==> src/rw_pkg.sv <==
package rw_pkg;

    // ************************************************************
    // widths that carry a meaning
    // ************************************************************

    typedef logic [17:0] addr_t;        // frame buffer word address
    typedef logic [15:0] tri_id_t;
    typedef logic [7:0]  bary_t;        // barycentric weight, 0..255
    typedef logic [6:0]  chan_t;

    // red 20:14, green 13:7, blue 6:0
    typedef logic [20:0] colour_t;

    // bit 63 set -> interpolated, u/v/w vertex colours at 62:42, 41:21, 20:0
    // otherwise flat, colour in 20:0
    typedef logic [63:0] shade_word_t;

    // {1'b0, pixel a, pixel b, pixel c}
    typedef logic [63:0] out_word_t;

    // ************************************************************
    // register access
    // ************************************************************

    typedef logic [7:0]  apb_addr_t;
    typedef logic [31:0] apb_data_t;

    localparam apb_addr_t BKCOLOUR_OFFSET = 8'h00;

    // ************************************************************
    // sequencer
    // ************************************************************

    typedef enum logic [2:0] {
        IDLE,
        FETCH,          // waiting on shading memory
        SHADE_WAIT,
        SHADE_CAPTURE,  // blend result ready
        WRITE
    } seq_state_t;

endpackage
==> src/result_writer.sv <==
module result_writer #(
    parameter int FIFO_DEPTH = 3
) (
    input  logic                    clk,
    input  logic                    globalreset,
    input  logic                    valid_01,
    input  logic                    valid_10,
    input  rw_pkg::tri_id_t         id_01_a,
    input  rw_pkg::tri_id_t         id_01_b,
    input  rw_pkg::tri_id_t         id_01_c,
    input  rw_pkg::tri_id_t         id_10_a,
    input  rw_pkg::tri_id_t         id_10_b,
    input  rw_pkg::tri_id_t         id_10_c,
    input  logic                    hit_01_a,
    input  logic                    hit_01_b,
    input  logic                    hit_01_c,
    input  logic                    hit_10_a,
    input  logic                    hit_10_b,
    input  logic                    hit_10_c,
    input  rw_pkg::bary_t           u_01_a,
    input  rw_pkg::bary_t           u_01_b,
    input  rw_pkg::bary_t           u_01_c,
    input  rw_pkg::bary_t           v_01_a,
    input  rw_pkg::bary_t           v_01_b,
    input  rw_pkg::bary_t           v_01_c,
    input  rw_pkg::bary_t           u_10_a,
    input  rw_pkg::bary_t           u_10_b,
    input  rw_pkg::bary_t           u_10_c,
    input  rw_pkg::bary_t           v_10_a,
    input  rw_pkg::bary_t           v_10_b,
    input  rw_pkg::bary_t           v_10_c,
    input  rw_pkg::addr_t           addr,
    input  logic                    as_01,
    input  logic                    as_10,
    input  rw_pkg::shade_word_t     shade_data,
    input  logic                    shade_data_ready,
    input  logic                    ack,
    input  logic                    psel,
    input  logic                    penable,
    input  logic                    pwrite,
    input  rw_pkg::apb_addr_t       paddr,
    input  rw_pkg::apb_data_t       pwdata,
    output rw_pkg::tri_id_t         tri_id,
    output logic                    want_shade_data,
    output rw_pkg::out_word_t       data_out,
    output rw_pkg::addr_t           addr_out,
    output logic                    write,
    output rw_pkg::apb_data_t       prdata,
    output logic                    pready
);

    rw_pkg::colour_t    bk_colour;
    rw_pkg::colour_t    shaded_colour;
    rw_pkg::addr_t      head_01;
    rw_pkg::addr_t      head_10;
    logic               pop_01;
    logic               pop_10;
    logic [2:0]         shade_sel;

    rw_config_regs i_config_regs (
        .clk(clk), .globalreset(globalreset),
        .psel(psel), .penable(penable), .pwrite(pwrite),
        .paddr(paddr), .pwdata(pwdata),
        .prdata(prdata), .pready(pready), .bk_colour(bk_colour)
    );

    // one address queue per ray group
    addr_fifo #(.FIFO_DEPTH(FIFO_DEPTH)) i_fifo_01 (
        .clk(clk), .globalreset(globalreset),
        .push(as_01), .din(addr), .pop(pop_01), .head(head_01)
    );

    addr_fifo #(.FIFO_DEPTH(FIFO_DEPTH)) i_fifo_10 (
        .clk(clk), .globalreset(globalreset),
        .push(as_10), .din(addr), .pop(pop_10), .head(head_10)
    );

    bary_shader i_bary_shader (
        .clk(clk), .shade_sel(shade_sel),
        .u_01_a(u_01_a), .u_01_b(u_01_b), .u_01_c(u_01_c),
        .v_01_a(v_01_a), .v_01_b(v_01_b), .v_01_c(v_01_c),
        .u_10_a(u_10_a), .u_10_b(u_10_b), .u_10_c(u_10_c),
        .v_10_a(v_10_a), .v_10_b(v_10_b), .v_10_c(v_10_c),
        .shade_data(shade_data), .shaded_colour(shaded_colour)
    );

    pixel_sequencer i_pixel_sequencer (
        .clk(clk), .globalreset(globalreset),
        .valid_01(valid_01), .valid_10(valid_10),
        .id_01_a(id_01_a), .id_01_b(id_01_b), .id_01_c(id_01_c),
        .id_10_a(id_10_a), .id_10_b(id_10_b), .id_10_c(id_10_c),
        .hit_01_a(hit_01_a), .hit_01_b(hit_01_b), .hit_01_c(hit_01_c),
        .hit_10_a(hit_10_a), .hit_10_b(hit_10_b), .hit_10_c(hit_10_c),
        .shade_data(shade_data), .shade_data_ready(shade_data_ready),
        .shaded_colour(shaded_colour), .bk_colour(bk_colour),
        .head_01(head_01), .head_10(head_10), .ack(ack),
        .tri_id(tri_id), .want_shade_data(want_shade_data),
        .shade_sel(shade_sel), .pop_01(pop_01), .pop_10(pop_10),
        .data_out(data_out), .addr_out(addr_out), .write(write)
    );

endmodule

==> src/pixel_sequencer.sv <==
module pixel_sequencer (
    input  logic                    clk,
    input  logic                    globalreset,
    input  logic                    valid_01,
    input  logic                    valid_10,
    input  rw_pkg::tri_id_t         id_01_a,
    input  rw_pkg::tri_id_t         id_01_b,
    input  rw_pkg::tri_id_t         id_01_c,
    input  rw_pkg::tri_id_t         id_10_a,
    input  rw_pkg::tri_id_t         id_10_b,
    input  rw_pkg::tri_id_t         id_10_c,
    input  logic                    hit_01_a,
    input  logic                    hit_01_b,
    input  logic                    hit_01_c,
    input  logic                    hit_10_a,
    input  logic                    hit_10_b,
    input  logic                    hit_10_c,
    input  rw_pkg::shade_word_t     shade_data,
    input  logic                    shade_data_ready,
    input  rw_pkg::colour_t         shaded_colour,
    input  rw_pkg::colour_t         bk_colour,
    input  rw_pkg::addr_t           head_01,
    input  rw_pkg::addr_t           head_10,
    input  logic                    ack,
    output rw_pkg::tri_id_t         tri_id,
    output logic                    want_shade_data,
    output logic [2:0]              shade_sel,
    output logic                    pop_01,
    output logic                    pop_10,
    output rw_pkg::out_word_t       data_out,
    output rw_pkg::addr_t           addr_out,
    output logic                    write
);

    rw_pkg::seq_state_t state;
    logic               pending_01;
    logic               pending_10;
    logic               grp;            // 0 -> group 01, 1 -> group 10
    logic [1:0]         pix_idx;        // a, b, c
    rw_pkg::colour_t    pix_colour [3];
    rw_pkg::tri_id_t    id_sel;
    logic               hit_sel;
    logic               interp;

    // ************************************************************
    // pixel select
    // ************************************************************

    always_comb
    begin
        case (pix_idx)
            2'd0:
            begin
                id_sel  = grp ? id_10_a : id_01_a;
                hit_sel = grp ? hit_10_a : hit_01_a;
            end
            2'd1:
            begin
                id_sel  = grp ? id_10_b : id_01_b;
                hit_sel = grp ? hit_10_b : hit_01_b;
            end
            default:
            begin
                id_sel  = grp ? id_10_c : id_01_c;
                hit_sel = grp ? hit_10_c : hit_01_c;
            end
        endcase
    end

    assign interp    = hit_sel & shade_data[63];   // texture mode falls to flat
    assign shade_sel = {grp, pix_idx};

    assign want_shade_data = (state == rw_pkg::FETCH);
    assign tri_id          = want_shade_data ? id_sel : '0;

    assign write    = (state == rw_pkg::WRITE);
    assign data_out = {1'b0, pix_colour[0], pix_colour[1], pix_colour[2]};
    assign addr_out = grp ? head_10 : head_01;
    assign pop_01   = write & ack & ~grp;
    assign pop_10   = write & ack & grp;

    // ************************************************************
    // control FSM
    // ************************************************************

    always_ff @(posedge clk)
    begin
        if (globalreset)
        begin
            state      <= rw_pkg::IDLE;
            pending_01 <= 1'b0;
            pending_10 <= 1'b0;
            grp        <= 1'b0;
            pix_idx    <= 2'd0;
        end
        else
        begin
            // new valid beats the clearing ack
            pending_01 <= valid_01 | (pending_01 & ~pop_01);
            pending_10 <= valid_10 | (pending_10 & ~pop_10);
            case (state)
                rw_pkg::IDLE:
                begin
                    pix_idx <= 2'd0;
                    if (pending_01)
                    begin
                        grp   <= 1'b0;  // 01 first
                        state <= rw_pkg::FETCH;
                    end
                    else if (pending_10)
                    begin
                        grp   <= 1'b1;
                        state <= rw_pkg::FETCH;
                    end
                end
                rw_pkg::FETCH:
                begin
                    if (shade_data_ready)
                    begin
                        if (interp)
                        begin
                            state <= rw_pkg::SHADE_WAIT;
                        end
                        else if (pix_idx == 2'd2)
                        begin
                            state <= rw_pkg::WRITE;
                        end
                        else
                        begin
                            pix_idx <= pix_idx + 2'd1;
                        end
                    end
                end
                rw_pkg::SHADE_WAIT:
                begin
                    state <= rw_pkg::SHADE_CAPTURE;
                end
                rw_pkg::SHADE_CAPTURE:
                begin
                    if (pix_idx == 2'd2)
                    begin
                        state <= rw_pkg::WRITE;
                    end
                    else
                    begin
                        pix_idx <= pix_idx + 2'd1;
                        state   <= rw_pkg::FETCH;
                    end
                end
                rw_pkg::WRITE:
                begin
                    if (ack)
                    begin
                        state <= rw_pkg::IDLE;
                    end
                end
                default:
                begin
                    state <= rw_pkg::IDLE;
                end
            endcase
        end
    end

    // pixel colours
    always_ff @(posedge clk)
    begin
        if (state == rw_pkg::FETCH && shade_data_ready && !interp)
        begin
            pix_colour[pix_idx] <= hit_sel ? shade_data[20:0] : bk_colour;
        end
        else if (state == rw_pkg::SHADE_CAPTURE)
        begin
            pix_colour[pix_idx] <= shaded_colour;
        end
    end

endmodule

==> src/bary_shader.sv <==
module bary_shader (
    input  logic                    clk,
    input  logic [2:0]              shade_sel,     // {group, pixel}
    input  rw_pkg::bary_t           u_01_a,
    input  rw_pkg::bary_t           u_01_b,
    input  rw_pkg::bary_t           u_01_c,
    input  rw_pkg::bary_t           v_01_a,
    input  rw_pkg::bary_t           v_01_b,
    input  rw_pkg::bary_t           v_01_c,
    input  rw_pkg::bary_t           u_10_a,
    input  rw_pkg::bary_t           u_10_b,
    input  rw_pkg::bary_t           u_10_c,
    input  rw_pkg::bary_t           v_10_a,
    input  rw_pkg::bary_t           v_10_b,
    input  rw_pkg::bary_t           v_10_c,
    input  rw_pkg::shade_word_t     shade_data,
    output rw_pkg::colour_t         shaded_colour
);

    rw_pkg::bary_t      u_sel;
    rw_pkg::bary_t      v_sel;
    rw_pkg::bary_t      u_q;
    rw_pkg::bary_t      v_q;
    rw_pkg::bary_t      w_q;
    rw_pkg::colour_t    col_u_q;
    rw_pkg::colour_t    col_v_q;
    rw_pkg::colour_t    col_w_q;
    logic [14:0]        prod_u [3];
    logic [14:0]        prod_v [3];
    logic [14:0]        prod_w [3];
    logic [16:0]        sum [3];
    rw_pkg::chan_t      chan [3];   // 0 blue, 1 green, 2 red

    always_comb
    begin
        case (shade_sel)
            3'b000: {u_sel, v_sel} = {u_01_a, v_01_a};
            3'b001: {u_sel, v_sel} = {u_01_b, v_01_b};
            3'b010: {u_sel, v_sel} = {u_01_c, v_01_c};
            3'b100: {u_sel, v_sel} = {u_10_a, v_10_a};
            3'b101: {u_sel, v_sel} = {u_10_b, v_10_b};
            3'b110: {u_sel, v_sel} = {u_10_c, v_10_c};
            default: {u_sel, v_sel} = '0;
        endcase
    end

    // ************************************************************
    // stage 1: weights and vertex colours
    // ************************************************************

    always_ff @(posedge clk)
    begin
        u_q     <= u_sel;
        v_q     <= v_sel;
        w_q     <= 8'd255 - u_sel - v_sel;
        col_u_q <= shade_data[62:42];
        col_v_q <= shade_data[41:21];
        col_w_q <= shade_data[20:0];
    end

    // ************************************************************
    // stage 2: nine products
    // ************************************************************

    always_ff @(posedge clk)
    begin
        for (int c = 0; c < 3; c++)
        begin
            prod_u[c] <= u_q * col_u_q[c*7 +: 7];
            prod_v[c] <= v_q * col_v_q[c*7 +: 7];
            prod_w[c] <= w_q * col_w_q[c*7 +: 7];
        end
    end

    always_comb
    begin
        for (int c = 0; c < 3; c++)
        begin
            sum[c]  = 17'(prod_u[c]) + 17'(prod_v[c]) + 17'(prod_w[c]);
            chan[c] = sum[c][14:8];     // divide by 256
        end
    end

    assign shaded_colour = {chan[2], chan[1], chan[0]};

endmodule

==> src/addr_fifo.sv <==
module addr_fifo #(
    parameter int FIFO_DEPTH = 3
) (
    input  logic            clk,
    input  logic            globalreset,
    input  logic            push,
    input  rw_pkg::addr_t   din,
    input  logic            pop,
    output rw_pkg::addr_t   head
);

    localparam int CW = $clog2(FIFO_DEPTH + 1);

    rw_pkg::addr_t  mem [FIFO_DEPTH];
    logic [CW-1:0]  count;
    logic [CW-1:0]  wr_idx;
    logic           do_push;
    logic           do_pop;

    assign do_pop  = pop & (count != '0);
    // a full fifo still takes a push when the head leaves in the same cycle
    assign do_push = push & ((count != CW'(FIFO_DEPTH)) | do_pop);
    assign wr_idx  = count - CW'(do_pop);

    assign head = (count == '0) ? '0 : mem[0];

    always_ff @(posedge clk)
    begin
        if (globalreset)
        begin
            count <= '0;
        end
        else
        begin
            count <= count + CW'(do_push) - CW'(do_pop);
        end
    end

    // shift toward the head, then store at the tail
    always_ff @(posedge clk)
    begin
        if (do_pop)
        begin
            for (int i = 0; i < FIFO_DEPTH - 1; i++)
            begin
                mem[i] <= mem[i + 1];
            end
        end
        if (do_push)
        begin
            mem[wr_idx] <= din;
        end
    end

endmodule

==> src/rw_config_regs.sv <==
module rw_config_regs (
    input  logic                clk,
    input  logic                globalreset,
    input  logic                psel,
    input  logic                penable,
    input  logic                pwrite,
    input  rw_pkg::apb_addr_t   paddr,
    input  rw_pkg::apb_data_t   pwdata,
    output rw_pkg::apb_data_t   prdata,
    output logic                pready,
    output rw_pkg::colour_t     bk_colour
);

    logic hit_bk;
    logic wr_en;
    logic rd_en;

    // ************************************************************
    // decode
    // ************************************************************

    assign hit_bk = (paddr == rw_pkg::BKCOLOUR_OFFSET);
    assign wr_en  = psel & penable & pwrite;
    assign rd_en  = psel & ~pwrite;

    assign pready = 1'b1;   // no wait states

    // ************************************************************
    // background colour register
    // ************************************************************

    always_ff @(posedge clk)
    begin
        if (globalreset)
        begin
            bk_colour <= '0;
        end
        else if (wr_en && hit_bk)
        begin
            bk_colour <= pwdata[20:0];  // upper bits dropped
        end
    end

    // read mux, open during setup and enable phase
    always_comb
    begin
        if (rd_en && hit_bk)
        begin
            prdata = rw_pkg::apb_data_t'(bk_colour);
        end
        else
        begin
            prdata = '0;
        end
    end

endmodule

==> config.mk <==
export PLATFORM = sky130hd
export DESIGN_NAME = result_writer
export DESIGN_NICKNAME = d
export VERILOG_FILES = /design/src/rw_pkg.sv /design/src/result_writer.sv /design/src/pixel_sequencer.sv /design/src/bary_shader.sv /design/src/addr_fifo.sv /design/src/rw_config_regs.sv
export SDC_FILE = /design/constraint.sdc
export NUM_CORES = 2
export LEC_CHECK = 0
export BUFFER_PORTS_ARGS = -buffer_cell sky130_fd_sc_hd__buf_4
export CORE_AREA = 2 2 289 291
export DETAILED_ROUTE_END_ITERATION = 10
export DIE_AREA = 0 0 291 293
export SLEW_MARGIN = 20
export SYNTH_ARGS = -nofsm -noshare
export SYNTH_HDL_FRONTEND = slang
export SYNTH_SLANG_ARGS = --single-unit
==> constraint.sdc <==
create_clock -name clk -period 12.6 [get_ports clk]
set_clock_uncertainty 0.05 [all_clocks]
set_input_delay 1.26 -clock clk [delete_from_list [all_inputs] [get_ports clk]]
set_output_delay 1.26 -clock clk [all_outputs]
set_load 0.03 [all_outputs]
=== Word level (Yosys, flattened, before mapping) ===
Memories as Yosys holds them, arrays and structs flattened.
Index checks and enable logic that the tools add are counted.

* Bits in registers: 120
* Bits in writable memories: 306
* Input port bits: 331
* Output and inout port bits: 133
* Logic and storage cells: 146
* Memories kept: 6

* Add/subtract/negate cells: 15
* Multipliers: 9
* Equality and inequality tests: 18
* Muxes and demuxes: 44
* Bitwise operators: 22
* Reduce and logical (&&, ||, !) cells: 18

{| class="wikitable"
|+ Memory list
! memory !! depth !! width !! read ports !! clocked after Yosys merged registers in !! write ports !! line !! text
|-
| i_pixel_sequencer.pix_colour || 3 || 21 || 3 || 0 || 1 || pixel_sequencer.sv:40 || <nowiki>rw_pkg::colour_t pix_colour [3];</nowiki>
|-
| i_fifo_01.mem || 3 || 18 || 3 || 0 || 3 || addr_fifo.sv:14 || <nowiki>rw_pkg::addr_t mem [FIFO_DEPTH];</nowiki>
|-
| i_fifo_10.mem || 3 || 18 || 3 || 0 || 3 || addr_fifo.sv:14 ||
|-
| i_bary_shader.prod_u || 3 || 15 || 3 || 0 || 3 || bary_shader.sv:28 || <nowiki>logic [14:0] prod_u [3];</nowiki>
|-
| i_bary_shader.prod_v || 3 || 15 || 3 || 0 || 3 || bary_shader.sv:29 || <nowiki>logic [14:0] prod_v [3];</nowiki>
|-
| i_bary_shader.prod_w || 3 || 15 || 3 || 0 || 3 || bary_shader.sv:30 || <nowiki>logic [14:0] prod_w [3];</nowiki>
|}

{| class="wikitable"
|+ Operator list
! cell !! number
|-
| 8-bit by 7-bit multiplier with 15-bit output || 9
|-
| 8-bit one-hot mux with 6 select lines || 2
|-
| 15-bit adder || 6
|-
| 16-bit two-way mux || 4
|-
| 21-bit two-way mux || 3
|-
| 18-bit two-way mux || 3
|-
| 16-bit one-hot mux with 2 select lines || 1
|-
| 3-bit two-way mux || 7
|-
| 1-bit two-way mux || 18
|-
| 3-bit one-hot mux with 5 select lines || 1
|-
| 1-bit AND || 13
|-
| 3-bit equality test, second input constant || 4
|-
| 2-bit inequality test, second input constant || 5
|-
| 3-bit by 2-bit equality test with 1-bit output, second input constant || 3
|-
| 8-bit zero test || 1
|-
| 2-bit by 1-bit subtractor with 2-bit output || 4
|-
| 8-bit subtractor || 1
|-
| 8-bit subtractor, first input constant || 1
|-
| 3-bit by 1-bit equality test with 1-bit output, second input constant || 2
|-
| 2-bit zero test || 3
|-
| 3-bit zero test || 2
|-
| 2-bit two-way mux || 3
|-
| 2-bit one-hot mux with 3 select lines || 1
|-
| 2-bit nonzero test || 3
|-
| other kinds (15) || 26
|}

=== Logic depth before layout (Yosys ltp) ===
* Depth after elaboration: 8
* Mapped depth: 17
* Depth with buffers taken out: 16

=== Hierarchy ===
A second synthesis with hierarchy kept.

* Cells, all modules: 3220
* Area total of the unflattened synthesis: 33961.3 um^2

{| class="wikitable"
|+ By module, submodules not included
! module !! instances !! cells an instance !! area an instance (um^2) !! sequential area each (um^2)
|-
| bary_shader || 1 || 2379 || 23386.2 || 4444.3
|-
| addr_fifo || 2 || 190 || 2776.4 || 1661.6
|-
| pixel_sequencer || 1 || 328 || 3792.4 || 2052.0
|-
| rw_config_regs || 1 || 133 || 1229.9 || 420.4
|}

=== Worst setup path before layout ===
No wires, ideal clock.

* Kind: reg2reg
* Start: register i_bary_shader.u_q[4]
* End: memory i_bary_shader.prod_u[0][14]
* Setup time: 0.121 ns
* Arrival time: 4.146 ns
* Required time: 12.429 ns
* Slack: 8.284 ns
* Stages on the path, launching flop included: 16
* Buffers on the path: 1
* Cell sequence: dfxtp_1 clkbuf_1 and2_1 fa_1 fa_1 fa_1 inv_1 fa_1 inv_1 ha_1 or2_2 a21oi_1 nor3_1 a2111oi_2 a21oi_1 xnor2_1

{| class="wikitable"
|+ RTL lines
! what !! line !! text
|-
| start: declaration || bary_shader.sv:22 || <nowiki>rw_pkg::bary_t u_q;</nowiki>
|-
| start signal: assignment || bary_shader.sv:53 || <nowiki>u_q <= u_sel;</nowiki>
|-
| end: declaration || bary_shader.sv:28 ||
|}

==> impl_metrics.toml <==
[critical_path]
crit_path_end_kind = "flip-flop"
required_ns = 12.98
crit_path_cell_trace = "nand2_1 > fa_1 > fa_1 > inv_1 > fa_1 > inv_1 > fa_1 > inv_1 > ha_1 > inv_1 > o21bai_1 > a21o_1 > a21oi_1 > o21ai_0 > a211oi_1"
arrival_ns = 5.45
worst_setup_path_start_kind = "flip-flop"
crit_path_max_incr_delay_ns = 0.88
path_delay_family = "adder cells"
crit_path_top_delay_cell = "dfxtp_1"
crit_buf_inv = 4
critical_path_class = "reg2reg"
crit_fanout = 21

[placement]
pre_cts_slack_ns = 7.568
io_buffers = 439
hpwl_um = 67190
gp_congestion = 0.8351

[cells_and_area]
drive_gt1_share_pct = 20.60
fillers = 7590
area_growth_pct = 19.04
nNetsFinal = 4426

[routing]
wl_um = 85730
vias_per_cell = 5.039
vias = 22970
route.detailed.drc = 0
drt_iter0_drc = 1091
ant_nets = 0
routedWlPerCell_um = 18.81
drtPass1Iterations = 5

[clocking]
htree_num_levels = 2
clock-root-buffer = "clkbuf_16"
clk_pin_slew_ns = 0.07
clock_latency_ns = 0.64
numClockSinks = 426
numCtsBuffers = 51
postCtsHoldBufs = 0
cts_tree = "built"
cts_resized = 0
clk_path_buf_depth = 3
post_cts_buffers = 0

[timing]
drv_slew = 0
setup_viol = 0
max_clock_freq_mhz = 197.3
setup_tns_ns = 0
worst_slew_pin_slew_ns = 1.101
grt_setup_unrepaired = "no"
min_period_ns = 5.069
hold_viol = 0
max_slew_margin_pct = 26.61
timing.final.ws_setup_ns = 7.531
min_period_over_period_pct = 40.23

[floorplan]
num_rows = 105
io_pins = 464
initial_core_util_pct = 39.82
chipWidth_um = 291
core_area_um2 = 81850
die_y_um = 293
dieArea_um2 = 85260

[logic_synthesis]
yosys_register_bits = 426
synth.avg_cell_area_um2 = 10.75
synth_edf_count = 171
ys_seq_area_share_pct = 31.42
synthesis.area_um2 = 32590
ys.flop_type = "dfxtp_1"
async_flop_share_pct = 0
netlist_instances = 3031
synth_warnings = 0
synth_cell_types = 76

[grt]
grt_pass1_vias = 23870
grt_max_degree = 73
grt.overflow.total = 0
grt_use_total_pct = 20.13
grt_antenna_before_repair = 8
grt_pass1_wl_um = 134300

[min_path]
holdCritPathClass = "reg2reg"

[run]
drv_cap = 0

[pwr]
p_leak_uw = 0.01825
finalPower_uw = 10870
vdd_drop_max_mv = 0.1687
power.density_nw_per_um2 = 280.1

[status]
status = "finished, final reports clean"
-- cells in the mapped netlist, types with 7 or more instances --
| library cell | number | area share, % |
|---|---|---|
| a211o_1 | 10 | 0.27 |
| a211oi_1 | 12 | 0.28 |
| a21o_1 | 31 | 0.71 |
| a21oi_1 | 134 | 2.1 |
| a221oi_1 | 19 | 0.51 |
| a222oi_1 | 10 | 0.31 |
| a22o_1 | 20 | 0.54 |
| a22oi_1 | 22 | 0.51 |
| a31o_2 | 7 | 0.19 |
| a31oi_1 | 7 | 0.13 |
| and2_1 | 414 | 7.9 |
| and3_1 | 12 | 0.23 |
| buf_1 | 12 | 0.14 |
| buf_2 | 8 | 0.12 |
| buf_4 | 14 | 0.32 |
| clkbuf_1 | 80 | 0.92 |
| dfxtp_1 | 255 | 16 |
| edfxtp_1 | 171 | 16 |
| fa_1 | 301 | 18 |
| ha_1 | 351 | 13 |
| inv_1 | 270 | 3.1 |
| mux2_2 | 116 | 4.0 |
| mux2_4 | 9 | 0.41 |
| mux2i_1 | 28 | 0.86 |
| nand2_1 | 193 | 2.2 |
| nand2b_1 | 12 | 0.23 |
| nand3_1 | 30 | 0.46 |
| nand4_1 | 9 | 0.17 |
| nor2_1 | 107 | 1.2 |
| nor2b_1 | 15 | 0.29 |
| nor3_1 | 28 | 0.43 |
| nor3b_1 | 10 | 0.23 |
| o21a_1 | 14 | 0.32 |
| o21ai_0 | 40 | 0.61 |
| o21bai_1 | 18 | 0.41 |
| or3_1 | 9 | 0.17 |
| xnor2_1 | 88 | 2.4 |
| xor2_1 | 45 | 1.2 |
-- layer usage --
layer	global-route usage [%]	up-vias	share of wire (%)
li1	-	11070	-
met1	25.36	11350	43
met2	36.09	451	50
met3	2.458	98	3.7
met4	5.978	0	2.7
met5	0	-	0
-- worst register-to-register path: stages, from the launching register on --
cell	delay, ns
dfxtp_1	0.88
nand2_1	0.20
fa_1	0.53
fa_1	0.49
inv_1	0.05
fa_1	0.48
inv_1	0.05
fa_1	0.47
inv_1	0.04
ha_1	0.31
inv_1	0.07
o21bai_1	0.07
a21o_1	0.20
a21oi_1	0.26
o21ai_0	0.18
a211oi_1	0.52
-- path summary, 6_finish.rpt --
path | cells after the start | slack [ns] | end | from
worst max register to register | 15 | 7.53 | i_bary_shader.prod_u[0][44] | i_bary_shader.u_q[2]
worst min register to register | 1 | 0.42 | i_pixel_sequencer.grp | i_pixel_sequencer.pending_01
worst min-delay path | 1 | 0.42 | i_pixel_sequencer.grp | i_pixel_sequencer.pending_01
worst max-delay path | 15 | 7.53 | i_bary_shader.prod_u[0][44] | i_bary_shader.u_q[2]
-- stage by stage --
step	instances	cell area, um^2	util (%)	hold WS [ns]
after global routing	4558	38790	47.39	0.4615
after CTS	4556	38780	47.39	0.4164
after floorplan	3042	32630	-	0.3881
after global placement	4460	36930	45.13	0.4053
after detailed placement	4460	36930	45.13	0.4047
final	4558	38790	47.39	0.4193
-- where the power goes --
| group | internal [uW] | switching [uW] | leakage (uW) |
|---|---|---|---|
| combinational | 3100 | 4100 | 0.0136 |
| clock | 955 | 631 | 0.000906 |
| sequential | 1800 | 274 | 0.00372 |
| total | 5860 | 5000 | 0.0183 |
-- cells in the final DEF, fill, tap and decap left out, drive strengths merged, types with 63 or more instances in the layout --
cell / count
xnor2: 88
clkbuf: 63
and2: 415
inv: 274
mux2: 125
dfxtp: 255
fa: 301
nand2: 193
nor2: 109
ha: 351
edfxtp: 171
buf: 468
a21oi: 135
-- registers in the layout, indices dropped and copies added (netlist names), 21 cells and up --
name	count
i_bary_shader.prod_u	45
i_bary_shader.prod_w	45
i_bary_shader.prod_v	45
i_fifo_01.mem	54
i_pixel_sequencer.pix_colour	63
i_bary_shader.col_w_q	21
i_config_regs.bk_colour	21
i_bary_shader.col_u_q	21
i_bary_shader.col_v_q	21
i_fifo_10.mem	54
-- layout make-up --
cell class	instances	area, um^2	area share (%)
Tap cell	1070	1339	3.451
Multi-Input combinational cell	2226	20830	53.69
Timing Repair Buffer	468	3513	9.057
Sequential cell	426	10240	26.41
Clock inverter	33	471.7	1.216
Clock buffer	63	1379	3.554
Inverter	270	1013	2.613
Antenna cell	2	5.005	0.01290
-- cell families after synthesis --
group | Yosys count | synth area share, %
AND/OR/NAND/NOR | 878 | 14.58
adder cells (fa/ha/maj) | 652 | 31.97
flip-flops | 426 | 31.42
AO/OA/AOI/OAI | 397 | 8.324
buffers and inverters | 390 | 4.822
multiplexers | 153 | 5.283
XOR/XNOR | 133 | 3.575
other | 2 | 0.02305
Note: power is estimated with default switching activity, not from simulation.
